<file path="src/unwrap_pkg.sv">
package unwrap_pkg;

  // --------------------
  // Default sizes
  // --------------------
  localparam int unsigned AddrWidth = 32;
  localparam int unsigned IdWidth   = 4;
  localparam int unsigned DataWidth = 32;
  // Upstream bursts that may wait for R beats at once
  localparam int unsigned MaxTxns   = 4;

  // --------------------
  // AXI field types
  // --------------------
  typedef logic [7:0] len_t;
  typedef logic [2:0] size_t;
  typedef logic [1:0] burst_t;

  localparam burst_t BurstFixed = 2'b00;
  localparam burst_t BurstIncr  = 2'b01;
  localparam burst_t BurstWrap  = 2'b10;

  // --------------------
  // Channel payloads
  // --------------------
  typedef struct packed {
    logic [IdWidth-1:0]   id;
    logic [AddrWidth-1:0] addr;
    len_t                 len;
    size_t                size;
    burst_t               burst;
  } ar_chan_t;

  typedef struct packed {
    logic [IdWidth-1:0]   id;
    logic [DataWidth-1:0] data;
    logic [1:0]           resp;
    logic                 last;
  } r_chan_t;

endpackage

</file>
<file path="src/len_fifo.sv">
`timescale 1ns/1ps

module len_fifo
  import unwrap_pkg::*;
#(
  parameter int unsigned MaxTxns = unwrap_pkg::MaxTxns
) (
  input  logic clk_i,
  input  logic arst_n_i,
  input  logic push_i,
  input  len_t push_len_i,
  input  logic pop_i,
  output len_t head_len_o,
  output logic not_empty_o,
  output logic not_full_o
);

  localparam int unsigned PtrWidth = (MaxTxns > 1) ? $clog2(MaxTxns) : 1;
  localparam int unsigned CntWidth = $clog2(MaxTxns + 1);

  typedef logic [PtrWidth-1:0] ptr_t;

  len_t                mem_q [MaxTxns];
  ptr_t                wr_ptr_q, rd_ptr_q;
  logic [CntWidth-1:0] count_q;
  logic                do_push, do_pop;

  // Pointer increment that also handles depths other than a power of two
  function automatic ptr_t next_ptr(input ptr_t ptr);
    if (ptr == ptr_t'(MaxTxns - 1)) begin
      return '0;
    end
    return ptr + ptr_t'(1);
  endfunction

  assign not_empty_o = (count_q != '0);
  assign not_full_o  = (count_q != CntWidth'(MaxTxns));
  assign head_len_o  = mem_q[rd_ptr_q];

  assign do_push = push_i & not_full_o;
  assign do_pop  = pop_i & not_empty_o;

  // --------------------
  // Pointers and fill
  // --------------------
  always_ff @(posedge clk_i or negedge arst_n_i) begin
    if (!arst_n_i) begin
      wr_ptr_q <= '0;
      rd_ptr_q <= '0;
      count_q  <= '0;
    end else begin
      if (do_push) begin
        wr_ptr_q <= next_ptr(wr_ptr_q);
      end
      if (do_pop) begin
        rd_ptr_q <= next_ptr(rd_ptr_q);
      end
      case ({do_push, do_pop})
        2'b10:   count_q <= count_q + CntWidth'(1);
        2'b01:   count_q <= count_q - CntWidth'(1);
        default: count_q <= count_q;
      endcase
    end
  end

  // Storage
  always_ff @(posedge clk_i) begin
    if (do_push) begin
      mem_q[wr_ptr_q] <= push_len_i;
    end
  end

endmodule

</file>
<file path="src/ar_splitter.sv">
`timescale 1ns/1ps

module ar_splitter
  import unwrap_pkg::*;
#(
  parameter int unsigned AddrWidth = unwrap_pkg::AddrWidth
) (
  input  logic     clk_i,
  input  logic     arst_n_i,
  // Upstream AR
  input  ar_chan_t ar_i,
  input  logic     ar_valid_i,
  output logic     ar_ready_o,
  // Downstream AR
  output ar_chan_t ar_o,
  output logic     ar_valid_o,
  input  logic     ar_ready_i,
  // Length FIFO push side
  input  logic     fifo_not_full_i,
  output logic     push_o,
  output len_t     push_len_o
);

  typedef enum logic {
    Idle,
    Busy
  } state_e;

  state_e   state_d, state_q;
  ar_chan_t second_d, second_q;

  logic [AddrWidth-1:0] container_size;
  logic [AddrWidth-1:0] wrap_boundary;
  logic [AddrWidth-1:0] first_beats;
  logic [AddrWidth-1:0] second_beats;
  logic                 needs_split;
  logic                 idle_valid;

  // --------------------
  // Wrap geometry
  // --------------------
  // Total bytes covered by the burst, a power of two for legal WRAP bursts
  assign container_size = (AddrWidth'(ar_i.len) + AddrWidth'(1)) << ar_i.size;
  assign wrap_boundary  = ar_i.addr & ~(container_size - AddrWidth'(1));
  assign needs_split    = (ar_i.burst == BurstWrap) && (ar_i.addr != wrap_boundary);

  // Beats from start to top of container, and from boundary back up to start
  assign first_beats  = (wrap_boundary + container_size - ar_i.addr) >> ar_i.size;
  assign second_beats = (ar_i.addr - wrap_boundary) >> ar_i.size;

  // No new request may leave while the length FIFO has no room for it
  assign idle_valid = ar_valid_i & fifo_not_full_i;

  // --------------------
  // Request FSM
  // --------------------
  always_comb begin
    state_d    = state_q;
    second_d   = second_q;
    ar_o       = ar_i;
    ar_valid_o = 1'b0;
    ar_ready_o = 1'b0;

    case (state_q)
      Idle: begin
        if (ar_i.burst == BurstWrap) begin
          ar_o.burst = BurstIncr;
        end
        if (needs_split) begin
          ar_o.len = len_t'(first_beats - AddrWidth'(1));
        end
        ar_valid_o = idle_valid;
        ar_ready_o = ar_ready_i & fifo_not_full_i;

        // First half goes out now, keep the lower half for the next cycle
        if (idle_valid && ar_ready_i && needs_split) begin
          second_d       = ar_i;
          second_d.burst = BurstIncr;
          second_d.addr  = wrap_boundary;
          second_d.len   = len_t'(second_beats - AddrWidth'(1));
          state_d        = Busy;
        end
      end
      Busy: begin
        // Upstream is held off until the second INCR is taken
        ar_o       = second_q;
        ar_valid_o = 1'b1;
        if (ar_ready_i) begin
          state_d = Idle;
        end
      end
      default: begin
        state_d = Idle;
      end
    endcase
  end

  // One FIFO entry per upstream request, holding its original length
  assign push_o     = ar_valid_i & ar_ready_o;
  assign push_len_o = ar_i.len;

  // --------------------
  // Registers
  // --------------------
  always_ff @(posedge clk_i or negedge arst_n_i) begin
    if (!arst_n_i) begin
      state_q <= Idle;
    end else begin
      state_q <= state_d;
    end
  end

  always_ff @(posedge clk_i) begin
    second_q <= second_d;
  end

endmodule

</file>
<file path="src/r_last_gen.sv">
`timescale 1ns/1ps

module r_last_gen
  import unwrap_pkg::*;
(
  input  logic    clk_i,
  input  logic    arst_n_i,
  // Downstream R, its last flag marks split halves and is not used
  input  r_chan_t r_i,
  input  logic    r_valid_i,
  output logic    r_ready_o,
  // Upstream R
  output r_chan_t r_o,
  input  logic    r_ready_i,
  output logic    r_valid_o,
  // Length FIFO pop side
  input  len_t    head_len_i,
  input  logic    not_empty_i,
  output logic    pop_o
);

  len_t beat_cnt_q;
  logic beat_last;
  logic r_xfer;

  // Beats only flow once the burst they belong to is known
  assign r_valid_o = r_valid_i & not_empty_i;
  assign r_ready_o = r_ready_i & not_empty_i;
  assign r_xfer    = r_valid_i & r_ready_i & not_empty_i;

  assign beat_last = (beat_cnt_q == head_len_i);

  always_comb begin
    r_o      = r_i;
    r_o.last = beat_last;
  end

  // Final beat of the upstream burst retires its FIFO entry
  assign pop_o = r_xfer & beat_last;

  // --------------------
  // Beat counter
  // --------------------
  always_ff @(posedge clk_i or negedge arst_n_i) begin
    if (!arst_n_i) begin
      beat_cnt_q <= '0;
    end else if (r_xfer) begin
      if (beat_last) begin
        beat_cnt_q <= '0;
      end else begin
        beat_cnt_q <= beat_cnt_q + len_t'(1);
      end
    end
  end

endmodule

</file>
<file path="src/burst_unwrap_top.sv">
`timescale 1ns/1ps

module burst_unwrap_top
  import unwrap_pkg::*;
#(
  parameter int unsigned AddrWidth = unwrap_pkg::AddrWidth,
  parameter int unsigned IdWidth   = unwrap_pkg::IdWidth,
  parameter int unsigned DataWidth = unwrap_pkg::DataWidth,
  parameter int unsigned MaxTxns   = unwrap_pkg::MaxTxns
) (
  input  logic     clk_i,
  input  logic     arst_n_i,
  // Upstream AR
  input  ar_chan_t ar_i,
  input  logic     ar_valid_i,
  output logic     ar_ready_o,
  // Downstream AR
  output ar_chan_t ar_o,
  output logic     ar_valid_o,
  input  logic     ar_ready_i,
  // Downstream R
  input  r_chan_t  r_i,
  input  logic     r_valid_i,
  output logic     r_ready_o,
  // Upstream R
  output r_chan_t  r_o,
  output logic     r_valid_o,
  input  logic     r_ready_i
);

  // Channel structs are built at the package widths
  if ((AddrWidth != unwrap_pkg::AddrWidth) || (IdWidth != unwrap_pkg::IdWidth) ||
      (DataWidth != unwrap_pkg::DataWidth)) begin : gen_width_check
    $fatal(1, "Width parameters differ from the unwrap_pkg channel structs");
  end

  logic fifo_not_full;
  logic fifo_not_empty;
  logic push;
  logic pop;
  len_t push_len;
  len_t head_len;

  ar_splitter #(
    .AddrWidth ( AddrWidth )
  ) i_ar_splitter (
    .clk_i           ( clk_i         ),
    .arst_n_i        ( arst_n_i      ),
    .ar_i            ( ar_i          ),
    .ar_valid_i      ( ar_valid_i    ),
    .ar_ready_o      ( ar_ready_o    ),
    .ar_o            ( ar_o          ),
    .ar_valid_o      ( ar_valid_o    ),
    .ar_ready_i      ( ar_ready_i    ),
    .fifo_not_full_i ( fifo_not_full ),
    .push_o          ( push          ),
    .push_len_o      ( push_len      )
  );

  len_fifo #(
    .MaxTxns ( MaxTxns )
  ) i_len_fifo (
    .clk_i       ( clk_i          ),
    .arst_n_i    ( arst_n_i       ),
    .push_i      ( push           ),
    .push_len_i  ( push_len       ),
    .pop_i       ( pop            ),
    .head_len_o  ( head_len       ),
    .not_empty_o ( fifo_not_empty ),
    .not_full_o  ( fifo_not_full  )
  );

  r_last_gen i_r_last_gen (
    .clk_i       ( clk_i          ),
    .arst_n_i    ( arst_n_i       ),
    .r_i         ( r_i            ),
    .r_valid_i   ( r_valid_i      ),
    .r_ready_o   ( r_ready_o      ),
    .r_o         ( r_o            ),
    .r_ready_i   ( r_ready_i      ),
    .r_valid_o   ( r_valid_o      ),
    .head_len_i  ( head_len       ),
    .not_empty_i ( fifo_not_empty ),
    .pop_o       ( pop            )
  );

endmodule

</file>
<file path="config.mk">
export PLATFORM = sky130hd
export DESIGN_NAME = burst_unwrap_top
export DESIGN_NICKNAME = d
export VERILOG_FILES = /design/src/unwrap_pkg.sv /design/src/len_fifo.sv /design/src/ar_splitter.sv /design/src/r_last_gen.sv /design/src/burst_unwrap_top.sv
export SDC_FILE = /design/constraint.sdc
export NUM_CORES = 1
export LEC_CHECK = 0
export BUFFER_PORTS_ARGS = -buffer_cell sky130_fd_sc_hd__buf_2
export CORE_MARGIN = 3
export CORE_UTILIZATION = 46
export DETAILED_ROUTE_END_ITERATION = 10
export PLACE_DENSITY = 0.71
export SLEW_MARGIN = 10
export SYNTH_ARGS = -nofsm -noshare
export SYNTH_HDL_FRONTEND = slang
export SYNTH_SLANG_ARGS = --single-unit
export TNS_END_PERCENT = 5
</file>
<file path="constraint.sdc">
create_clock -name clk_i -period 11.6 [get_ports clk_i]
set_clock_uncertainty 0.2 [all_clocks]
set_input_delay 1.74 -clock clk_i [delete_from_list [all_inputs] [get_ports clk_i]]
set_output_delay 1.74 -clock clk_i [all_outputs]
set_load 0.005 [all_outputs]
</file>
==> results of run 1 <==
## how the worst min path moves through the flow
stage	start	end	slack (ps)	depth (start not counted)
6_report	i_len_fifo.count_q[0]$_DFFE_PN0P_	i_len_fifo.count_q[0]$_DFFE_PN0P_	320	1
4_1_cts	i_len_fifo.count_q[0]$_DFFE_PN0P_	i_len_fifo.count_q[0]$_DFFE_PN0P_	330	1
5_1_grt	i_len_fifo.count_q[2]$_DFFE_PN0P_	i_len_fifo.count_q[2]$_DFFE_PN0P_	360	1
3_3_place_gp	i_len_fifo.count_q[0]$_DFFE_PN0P_	i_len_fifo.count_q[0]$_DFFE_PN0P_	310	1
2_1_floorplan	i_r_last_gen.beat_cnt_q[5]$_DFFE_PN0P_	i_r_last_gen.beat_cnt_q[5]$_DFFE_PN0P_	280	1
3_5_place_dp	i_len_fifo.count_q[0]$_DFFE_PN0P_	i_len_fifo.count_q[0]$_DFFE_PN0P_	320	1
## layer usage
metal / wire length [µm] / global-route usage, % / vias to the layer above
met5: 0 / 0 / -
met4: 727 / 8.21 / 0
met3: 1770 / 4.17 / 53
met2: 10700 / 34.3 / 322
met1: 10900 / 31.1 / 3572
li1: - / - / 3687
## cells by family (layout without fill, tap and decap cells)
kind of cell | after synthesis | count (layout) | share of synthesized area (%)
AO/OA/AOI/OAI | 245 | 245 | 19.8
other | 0 | 1 | 0
buffers and inverters | 132 | 169 | 7.88
XOR/XNOR | 54 | 54 | 5.38
multiplexers | 62 | 62 | 8.97
flip-flops | 95 | 95 | 31.0
AND/OR/NAND/NOR | 355 | 355 | 21.4
adder cells (fa/ha/maj) | 38 | 38 | 5.49
## per-stage QoR
step / total power, mW / worst slack, ps / hold WS, ps
finish: 1.24 / 1210 / 324
global placement: 0.916 / 1490 / 309
floorplan: 0.810 / 2450 / 281
CTS: 1.24 / 1350 / 331
global route: 1.31 / 710 / 358
detailed placement: 0.930 / 1400 / 319
## state kept, by name (all words and copies together), names as in the netlist
signal	cells
i_ar_splitter.state_q	1
i_len_fifo.wr_ptr_q	2
i_len_fifo.count_q	3
i_ar_splitter.second_q	47
i_len_fifo.mem_q	32
i_len_fifo.rd_ptr_q	2
i_r_last_gen.beat_cnt_q	8
## critical path, delay by kind of cell
kind	cells	cell delay [ps]
buffers and inverters	3	460
adder cells (fa/ha/maj)	4	1450
XOR/XNOR	3	690
multiplexers	2	440
AO/OA/AOI/OAI	8	2390
AND/OR/NAND/NOR	5	1260
## area by class of cell
type | count | area [µm²] | area share (%)
multi-input cells | 754 | 5470 | 56.8
flip-flops and latches | 95 | 2770 | 28.8
repair buffers | 118 | 616 | 6.39
well taps | 260 | 325 | 3.38
clock buffers | 9 | 225 | 2.34
inverters | 35 | 131 | 1.36
clock inverters | 7 | 91.3 | 0.948
diodes | 1 | 2.50 | 0.0260
## cell usage in the layout (no fill, tap or decap), drive strengths merged, types with 5 or more instances in the layout
master  instances
a211oi         18
a21o            9
a21oi          43
a221oi          7
a22oi           5
a31oi           9
a32oi           5
and2           28
and3           11
and4            5
buf           118
clkbuf          9
clkinv          7
dfrtp          16
edfxtp         79
ha             36
inv            35
mux2           36
mux2i          16
mux4           10
nand2          82
nand2b         11
nand3          31
nand4          17
nor2           70
nor2b          29
nor3           24
nor4            6
o211ai         10
o21a           12
o21ai          62
o21bai          8
o31ai           5
or2             7
or3            13
xnor2          35
xor2           19
## power groups by stage
stage / logic, mW / registers, mW / clock network (mW)
floorplan: 0.376 / 0.434 / 0
global placement: 0.473 / 0.443 / 0
detailed placement: 0.484 / 0.446 / 0
CTS: 0.488 / 0.438 / 0.314
global route: 0.543 / 0.443 / 0.327
finish: 0.492 / 0.438 / 0.308
==> results.md, run 1 <==
* GPL Wtd Cong at roughly 0.92
* Crit Path Max Fanout at 17
* Core footprint at between 0.015 and 0.02 mm²
* Largest net degree at the start of global routing at 69
* Reg2reg end: i_len_fifo.count_q[2]$_DFFE_PN0P_
* Slew HR at a little over a quarter
* Fraction of layout cells with a size suffix above 1 at about 22%
* Area Growth Syn to Fin at 7.78%
* Max_cap viols at 0
* DP HPWL at 17900 µm
* Setup Buffers After CTS at 0
* RSZ-0062 raised after global routing: no
* Avg Inst Size Synth at approximately 9.1 µm²
* Minimum clock period after layout at about 10000 ps
* P per Cell Area at roughly 130 mW/mm²
* First-pass GRT wire length at 38300 µm
* Status: complete, no violations
* Seq/Total Area, Yosys at a little under a third
* Clock buffer depth at 2
* Synth area leader: edfxtp_1
* Lkg Pwr at between 3 and 4 nW
* Part of the power in combinational logic at between 30% and 40%
* Clock share of power at about a quarter
* Crit path kind: in -> out
* Wire per inst at ~19 µm
* DR pass1 iterations at 6
* Post-synthesis register bit count at 95
* CTS H-tree lvls at 3
* CTS buffer count at 9
* Net Sw Frac at approximately two fifths
* Flop pwr share at between 30% and 40%
* Number of flops mapped to enable cells by yosys at 79
* Crit path top cell by count: ha_1
* Total track usage at roughly 22%
* Crit path DAT at between 8000 and 9000 ps
* ANT nets after route at 0
* Initial Utilization at between 40% and 50%
* Pins over their slew limit at 0
* Cells on worst reg2reg path at 12
* Initial antenna violation count at 1
* Fraction of registers with async set/reset at between 10% and 20%
* Clk sinks at 95
* DRC violations left at 0
* Internal power at ~770 µW
* Placed cells at roughly 1300
* Top cells by count, synth: nand2_1 (81), edfxtp_1 (79), nor2_1 (67), o21ai_0 (57), buf_4 (44)
* Fin Setup TNS at 0 ps
* CP endpoint kind: primary output
* Fillcell total at 1778
* Worst r2r src: i_len_fifo.rd_ptr_q[0]$_DFFE_PN0P_
* DR vias at around 7600
* Top-area cell type share of the netlist area at 26.5%
* Worst-margin pin slew at about 1100 ps
* Cells after synthesis at roughly 1000
* Nets at roughly 1100
* Non-Filler Instances at between 1000 and 1500
* Die Wd at about 150 µm
* VDD IR max at 0.0800 mV
* Number of global-route vias before repair at just over 7000
* Final Util at between 50% and 60%
* Ys Warns at 0
* Routed WL at ~24000 µm
* Via density at around 6
* NetSw at between 400 and 500 µW
* Hold_buf cts at 0
* Final Hold Fails at 0
* Unique masters post-synth at 99
* Post-cts sizing count at 0
* R2R Setup Slk at 7820 ps
* Crit path capture: ar_o[11]
* CTS tree: built
* I/O Buffers at 108
* CTS Root Cell: clkbuf_16
* Placed Area at 0.00932 mm²
* Fin crit share at around nine tenths
* Die Area at approximately 0.021 mm²
* Highest cell delay on the worst timing path at between 700 and 800 ps
* FP Rows at 50
* Clk slew on worst S/H paths at ~70 ps
* Design area at between 0.009 and 0.01 mm²
* Syn nets at approximately 1100
* Hold crit path type: reg -> reg
* Startpoint types: primary input
* Leading post-synthesis cells by cell area: edfxtp_1 (27%), ha_1 (5.0%), dfrtp_1 (4.5%)
* Top FF cell, synth: edfxtp_1
* Required @ worst endpoint at between 9000 and 10000 ps
* CP max-delay cell: o41ai_1
* Grt total ovfl at 0
* I/O pin total at 186
* DR iter-0 viols at 579
* Skew-Pair Late Insertion Delay at approximately 350 ps
* Die H at 145 µm
* F_max at around 0.096 GHz
* Most frequent cell after synthesis: nand2_1
* CP startpoint: ar_i[5]
* Mapped Area at around 0.0089 mm²
* Final Setup Violations at 0
(Power assumes the default switching activity.)
==> inputs of run 2 (changes only) <==
--- a/config.mk
+++ b/config.mk
@@ -7,9 +7,9 @@
 export LEC_CHECK = 0
 export BUFFER_PORTS_ARGS = -buffer_cell sky130_fd_sc_hd__buf_2
 export CORE_MARGIN = 3
-export CORE_UTILIZATION = 46
+export CORE_UTILIZATION = 55
 export DETAILED_ROUTE_END_ITERATION = 10
-export PLACE_DENSITY = 0.71
+export PLACE_DENSITY = 0.82
 export SLEW_MARGIN = 10
 export SYNTH_ARGS = -nofsm -noshare
 export SYNTH_HDL_FRONTEND = slang
==> run 2 against run 1 <==
Effect of this change: first-iteration DRC count increased by 45%; fmax fell by 0.26%; sequential cell count is the same; clock-buffer cell count did not move; die area fell by 16%; sequential power hardly changed; design area fell by 0.82%; total power rose by 0.67%; cell count down 4.1%; critical path type unchanged; largest cell class unchanged.
==> results.md, run 2 (same netlist as run 1, synthesis figures left out) <==
* Status: complete, no violations
* Hold_buf cts at 0
* CTS buffer count at 9
* Minimum clock period after layout at 10420 ps
* CTS Root Cell: clkbuf_16
* P per Cell Area at approximately 130 mW/mm²
* Final Util at 61.5%
* Crit path DAT at ~8500 ps
* Fin Setup TNS at 0 ps
* ANT cells at 0
* Pins over their slew limit at 0
* Crit Path Max Fanout at 17
* Die Wd at between 100 and 150 µm
* Final Setup Violations at 0
* Net Sw Frac at roughly 37%
* Top Family by Delay on Critical Path: compound AO/OA/AOI/OAI gates
* Die H at between 100 and 150 µm
* Required @ worst endpoint at between 9000 and 10000 ps
* Max reg flops at 47
* FP Rows at 45
* Slew HR at a little under a third
* Worst r2r src: i_len_fifo.rd_ptr_q[0]$_DFFE_PN0P_
* Total track usage at 25.9%
* Number of global-route vias before repair at about 7200
* Via density at 6.26
* Beginning of the worst hold path: i_len_fifo.count_q[0]$_DFFE_PN0P_
* Clock share of power at 25.4%
* DR vias at between 7000 and 8000
* Routed WL at about 23000 µm
* CP Buf/Inv Count at 2
* Die Area at 0.0178 mm²
* Internal power at between 700 and 800 µW
* Startpoint types: primary input
* Post-cts sizing count at 0
* DR pass1 iterations at 7
* CTS tree: built
* R2R Setup Slk at 7840 ps
* Largest reg by FF count: i_ar_splitter.second_q
* CP max-delay cell: ha_1
* Clk slew on worst S/H paths at 70 ps
* Largest net degree at the start of global routing at 53
* Highest cell delay on the worst timing path at roughly 450 ps
* Largest registers: i_ar_splitter.second_q: 47 flops, i_len_fifo.mem_q: 32 flops, i_r_last_gen.beat_cnt_q: 8 flops
* Nets at 1143
* Skew-Pair Late Insertion Delay at 350 ps
* I/O pin total at 186
* Setup Buffers After CTS at 0
* Worst-margin pin slew at 1020 ps
* DP HPWL at approximately 17000 µm
* Reg2reg end: i_len_fifo.count_q[2]$_DFFE_PN0P_
* NetSw at approximately 460 µW
* Lkg Pwr at between 3 and 4 nW
* Wire per inst at between 15 and 20 µm
* Grt total ovfl at 0
* Fillcell total at 1319
* CP endpoint kind: primary output
* Clock buffer depth at 2
* Most common cell after layout, fill and taps aside: buf_2
* DR iter-0 viols at 840
* Clk sinks at 95
* Fin crit share at ~90%
* Hold endpoint: i_len_fifo.count_q[0]$_DFFE_PN0P_
* Crit path top cell by count: ha_1
* Final Hold Fails at 0
* ANT nets after route at 0
* Fraction of layout cells with a size suffix above 1 at 21.9%
* Tot Pwr at 1.25 mW
* Crit path kind: in -> out
* Hold Path Stages at 1
* Initial Utilization at a little under three fifths
* GPL Wtd Cong at ~0.93
* Initial antenna violation count at 0
* Commonest cells after routing, fill and taps aside: buf_2 (108), nand2_1 (81), edfxtp_1 (79), nor2_1 (67), o21ai_0 (57)
* Flop pwr share at a little over a third
* Core footprint at roughly 0.016 mm²
* Part of the power in combinational logic at just under 40%
* CTS H-tree lvls at 3
* F_max at 0.0960 GHz
* I/O Buffers at ~110
* Max_cap viols at 0
* RSZ-0062 raised after global routing: no
* Hold crit path type: reg -> reg
* Cells on worst reg2reg path at 12
* DRC violations left at 0
* Area Growth Syn to Fin at 6.90%
* VDD IR max at roughly 0.072 mV
* First-pass GRT wire length at ~37000 µm
run 2: final cells by class:
| cell class | count | area (µm²) | area share [%] |
|---|---|---|---|
| Clock buffer | 9 | 225 | 2.36 |
| Clock inverter | 7 | 91.3 | 0.956 |
| Inverter | 35 | 131 | 1.37 |
| Multi-Input combinational cell | 754 | 5470 | 57.2 |
| Sequential cell | 95 | 2770 | 29.0 |
| Tap cell | 211 | 264 | 2.76 |
| Timing Repair Buffer | 116 | 601 | 6.29 |
run 2: stage by stage:
stage	instances	hold slack [ps]	worst slack, ps	cell area, µm²
2_1_floorplan	981	281	2450	8940
3_3_place_gp	1211	308	1490	9240
3_5_place_dp	1211	317	1330	9240
4_1_cts	1227	327	1270	9560
5_1_grt	1227	367	648	9560
6_report	1227	328	1180	9560
run 2: power by group through the flow:
stage	sequential, mW	combinational (mW)	clock (mW)
CTS	0.441	0.481	0.320
global route	0.447	0.539	0.332
floorplan	0.434	0.376	0
global placement	0.446	0.464	0
finish	0.441	0.488	0.317
detailed placement	0.448	0.476	0
run 2: metal layers:
layer | global-route usage (%) | up-vias | routed length (µm)
met1 | 34.2 | 3551 | 9630
met5 | 0 | - | 0
met3 | 4.65 | 68 | 2060
met4 | 9.26 | 0 | 704
met2 | 43.0 | 387 | 11000
li1 | - | 3674 | -
run 2: how the worst max path moves through the flow:
stage,from,end,slack (ps),cells past startpoint
final,ar_i[5],ar_o[12],1180,25
after global routing,ar_i[5],ar_o[12],650,25
after CTS,ar_i[5],ar_o[12],1270,25
after detailed placement,ar_i[2],ar_o[12],1330,23
after global placement,ar_i[3],ar_o[12],1490,22
after floorplan,ar_i[2],ar_o[11],2450,28
==> inputs of run 3 (changes only) <==
==> constraint.sdc (replaced) <==
create_clock -name clk_i -period 10.78 [get_ports clk_i]
set_clock_uncertainty 0.2 [all_clocks]
set_input_delay 1.617 -clock clk_i [delete_from_list [all_inputs] [get_ports clk_i]]
set_output_delay 1.617 -clock clk_i [all_outputs]
set_load 0.005 [all_outputs]
==> run 3 against run 2 <==
Effect of this change: clock-buffer cell count stayed put; global-route usage is 0.11 points lower; sequential share of layout area hardly changed; worst setup slack worse by 400 ps; non-clock buffer count is 2 higher; critical path depth is 2 lower; sequential cell count stayed put; critical endpoint is now ar_o[11]; design area hardly changed; total power is 6.0% higher; first-iteration DRC count is 5.8% higher; die area stayed put.
==> results.md, run 3 (same netlist as run 1, synthesis figures left out) <==
* Status: complete, no violations
* GPL Wtd Cong at about 0.94
* Fillcell total at ~1300
* Core footprint at 0.0155 mm²
* Crit Path Max Fanout at 17
* Worst slack, placed at 937 ps
* Clk slew on worst S/H paths at 70 ps
* Slew HR at about a quarter
* Final setup margin at 782 ps
* CTS tree: built
* Largest net degree at the start of global routing at just under 50
* Startpoint types: primary input
* P per Cell Area at about 140 mW/mm²
* Max_cap viols at 0
* Routed WL at 23000 µm
* I/O pin total at about 190
* I/O Buffers at about 110
* Crit path DAT at just over 8000 ps
* CTS Root Cell: clkbuf_16
* ANT cells at 0
* Initial Utilization at 57.5%
* Grt total ovfl at 0
* CP endpoint kind: primary output
* VDD IR max at ~0.09 mV
* Top Family by Delay on Critical Path: compound AO/OA/AOI/OAI gates
* Area Growth Syn to Fin at 6.86%
* Commonest cells after routing, fill and taps aside: buf_2 (108), nand2_1 (81), edfxtp_1 (79), nor2_1 (67), o21ai_0 (57)
* Initial antenna violation count at 0
* CTS H-tree lvls at 3
* Max reg flops at 47
* Highest cell delay on the worst timing path at about 760 ps
* DR pass1 iterations at 6
* Number of global-route vias before repair at between 7000 and 8000
* FP Rows at between 40 and 50
* Nets at about 1100
* F_max at roughly 0.10 GHz
* Setup Buffers After CTS at 0
* DRC violations left at 0
* Pins over their slew limit at 0
* RSZ-0062 raised after global routing: no
* Die Wd at approximately 130 µm
* Largest registers: i_ar_splitter.second_q: 47 flops, i_len_fifo.mem_q: 32 flops, i_r_last_gen.beat_cnt_q: 8 flops
* Fin crit share at ~93%
* Worst-margin pin slew at around 1100 ps
* Crit path kind: in -> out
* DR vias at 7745
* Via density at around 6.3
* Die Area at around 0.018 mm²
* Minimum clock period after layout at ~10000 ps
* Clk sinks at 95
* Wire per inst at 18.7 µm
* Lkg Pwr at 3.67 nW
* Skew-Pair Late Insertion Delay at 350 ps
* Final Hold Fails at 0
* Final Setup Violations at 0
* Die H at 133 µm
* DR iter-0 viols at slightly below 900
* First-pass GRT wire length at between 30000 and 40000 µm
* CP Buf/Inv Count at 2
* CTS buffer count at 9
* Hold crit path type: reg -> reg
* Fin Setup TNS at 0 ps
* Fraction of layout cells with a size suffix above 1 at 22.1%
* Largest reg by FF count: i_ar_splitter.second_q
* Clock buffer depth at 2
* ANT nets after route at 0
* Most common cell after layout, fill and taps aside: buf_2
* DP HPWL at around 17000 µm
* Required @ worst endpoint at 8960 ps
* CP max-delay cell: o41ai_1
* Crit path top cell by count: nor3_1
* Worst path cell trace: buf_2 > ha_1 > and2_1 > o2111a_1 > nor3_1 > a2111o_1 > a211oi_4 > mux2i_2 > ha_1 > ha_1 > nor3_1 > a21boi_0 > nor3_1 > o41ai_1 > xnor2_1 > a211oi_1 > o21bai_1 > mux2_2 > nor3_1 > xor2_1 > mux2i_1 > o21ai_0 > buf_2
* Hold_buf cts at 0
* Total track usage at between 20% and 30%
* Post-cts sizing count at 0
## run 3: metrics by stage
stage               hold slack, ps  utilization, %  std cells  instance area [µm²]  total power, mW
detailed placement             316            59.5       1213                 9250            0.994
global placement               307            59.5       1213                 9250            0.980
CTS                            326            61.5       1229                 9550             1.32
finish                         327            61.5       1229                 9550             1.32
floorplan                      281               -        981                 8940            0.871
global route                   350            61.5       1229                 9550             1.40
## run 3: cell type report
cell class	count	area, µm²	share of cell area [%]
repair buffers	118	616	6.44
clock inverters	7	72.6	0.760
flip-flops and latches	95	2770	29.0
multi-input cells	754	5470	57.3
inverters	35	131	1.38
well taps	211	264	2.76
clock buffers	9	225	2.36
## run 3: path summary, 6_finish.rpt
| kind | slack, ps | endpoint | depth (start not counted) | from |
|---|---|---|---|---|
| max | 780 | ar_o[11] | 23 | ar_i[5] |
| min | 330 | i_len_fifo.count_q[0]$_DFFE_PN0P_ | 1 | i_len_fifo.count_q[0]$_DFFE_PN0P_ |
| max reg2reg | 6970 | i_len_fifo.count_q[2]$_DFFE_PN0P_ | 12 | i_len_fifo.rd_ptr_q[0]$_DFFE_PN0P_ |
| min reg2reg | 330 | i_len_fifo.count_q[0]$_DFFE_PN0P_ | 1 | i_len_fifo.count_q[0]$_DFFE_PN0P_ |
| max in group asynchronous | 9140 | i_ar_splitter.state_q$_DFF_PN0_ | 1 | arst_n_i |
| min in group asynchronous | 950 | i_r_last_gen.beat_cnt_q[4]$_DFFE_PN0P_ | 1 | arst_n_i |
## run 3: metal layers
| layer | GRT usage [%] | wire [µm] |
|---|---|---|
| met1 | 34.6 | 9660 |
| met2 | 41.5 | 10500 |
| met3 | 5.66 | 2130 |
| met4 | 9.09 | 709 |
| met5 | 0 | 0 |
## run 3: report_power, final
part / leakage, nW / total (mW) / switching [mW] / internal (mW)
logic: 2.61 / 0.525 / 0.304 / 0.221
clock network: 0.145 / 0.322 / 0.158 / 0.164
registers: 0.914 / 0.474 / 0.0353 / 0.439
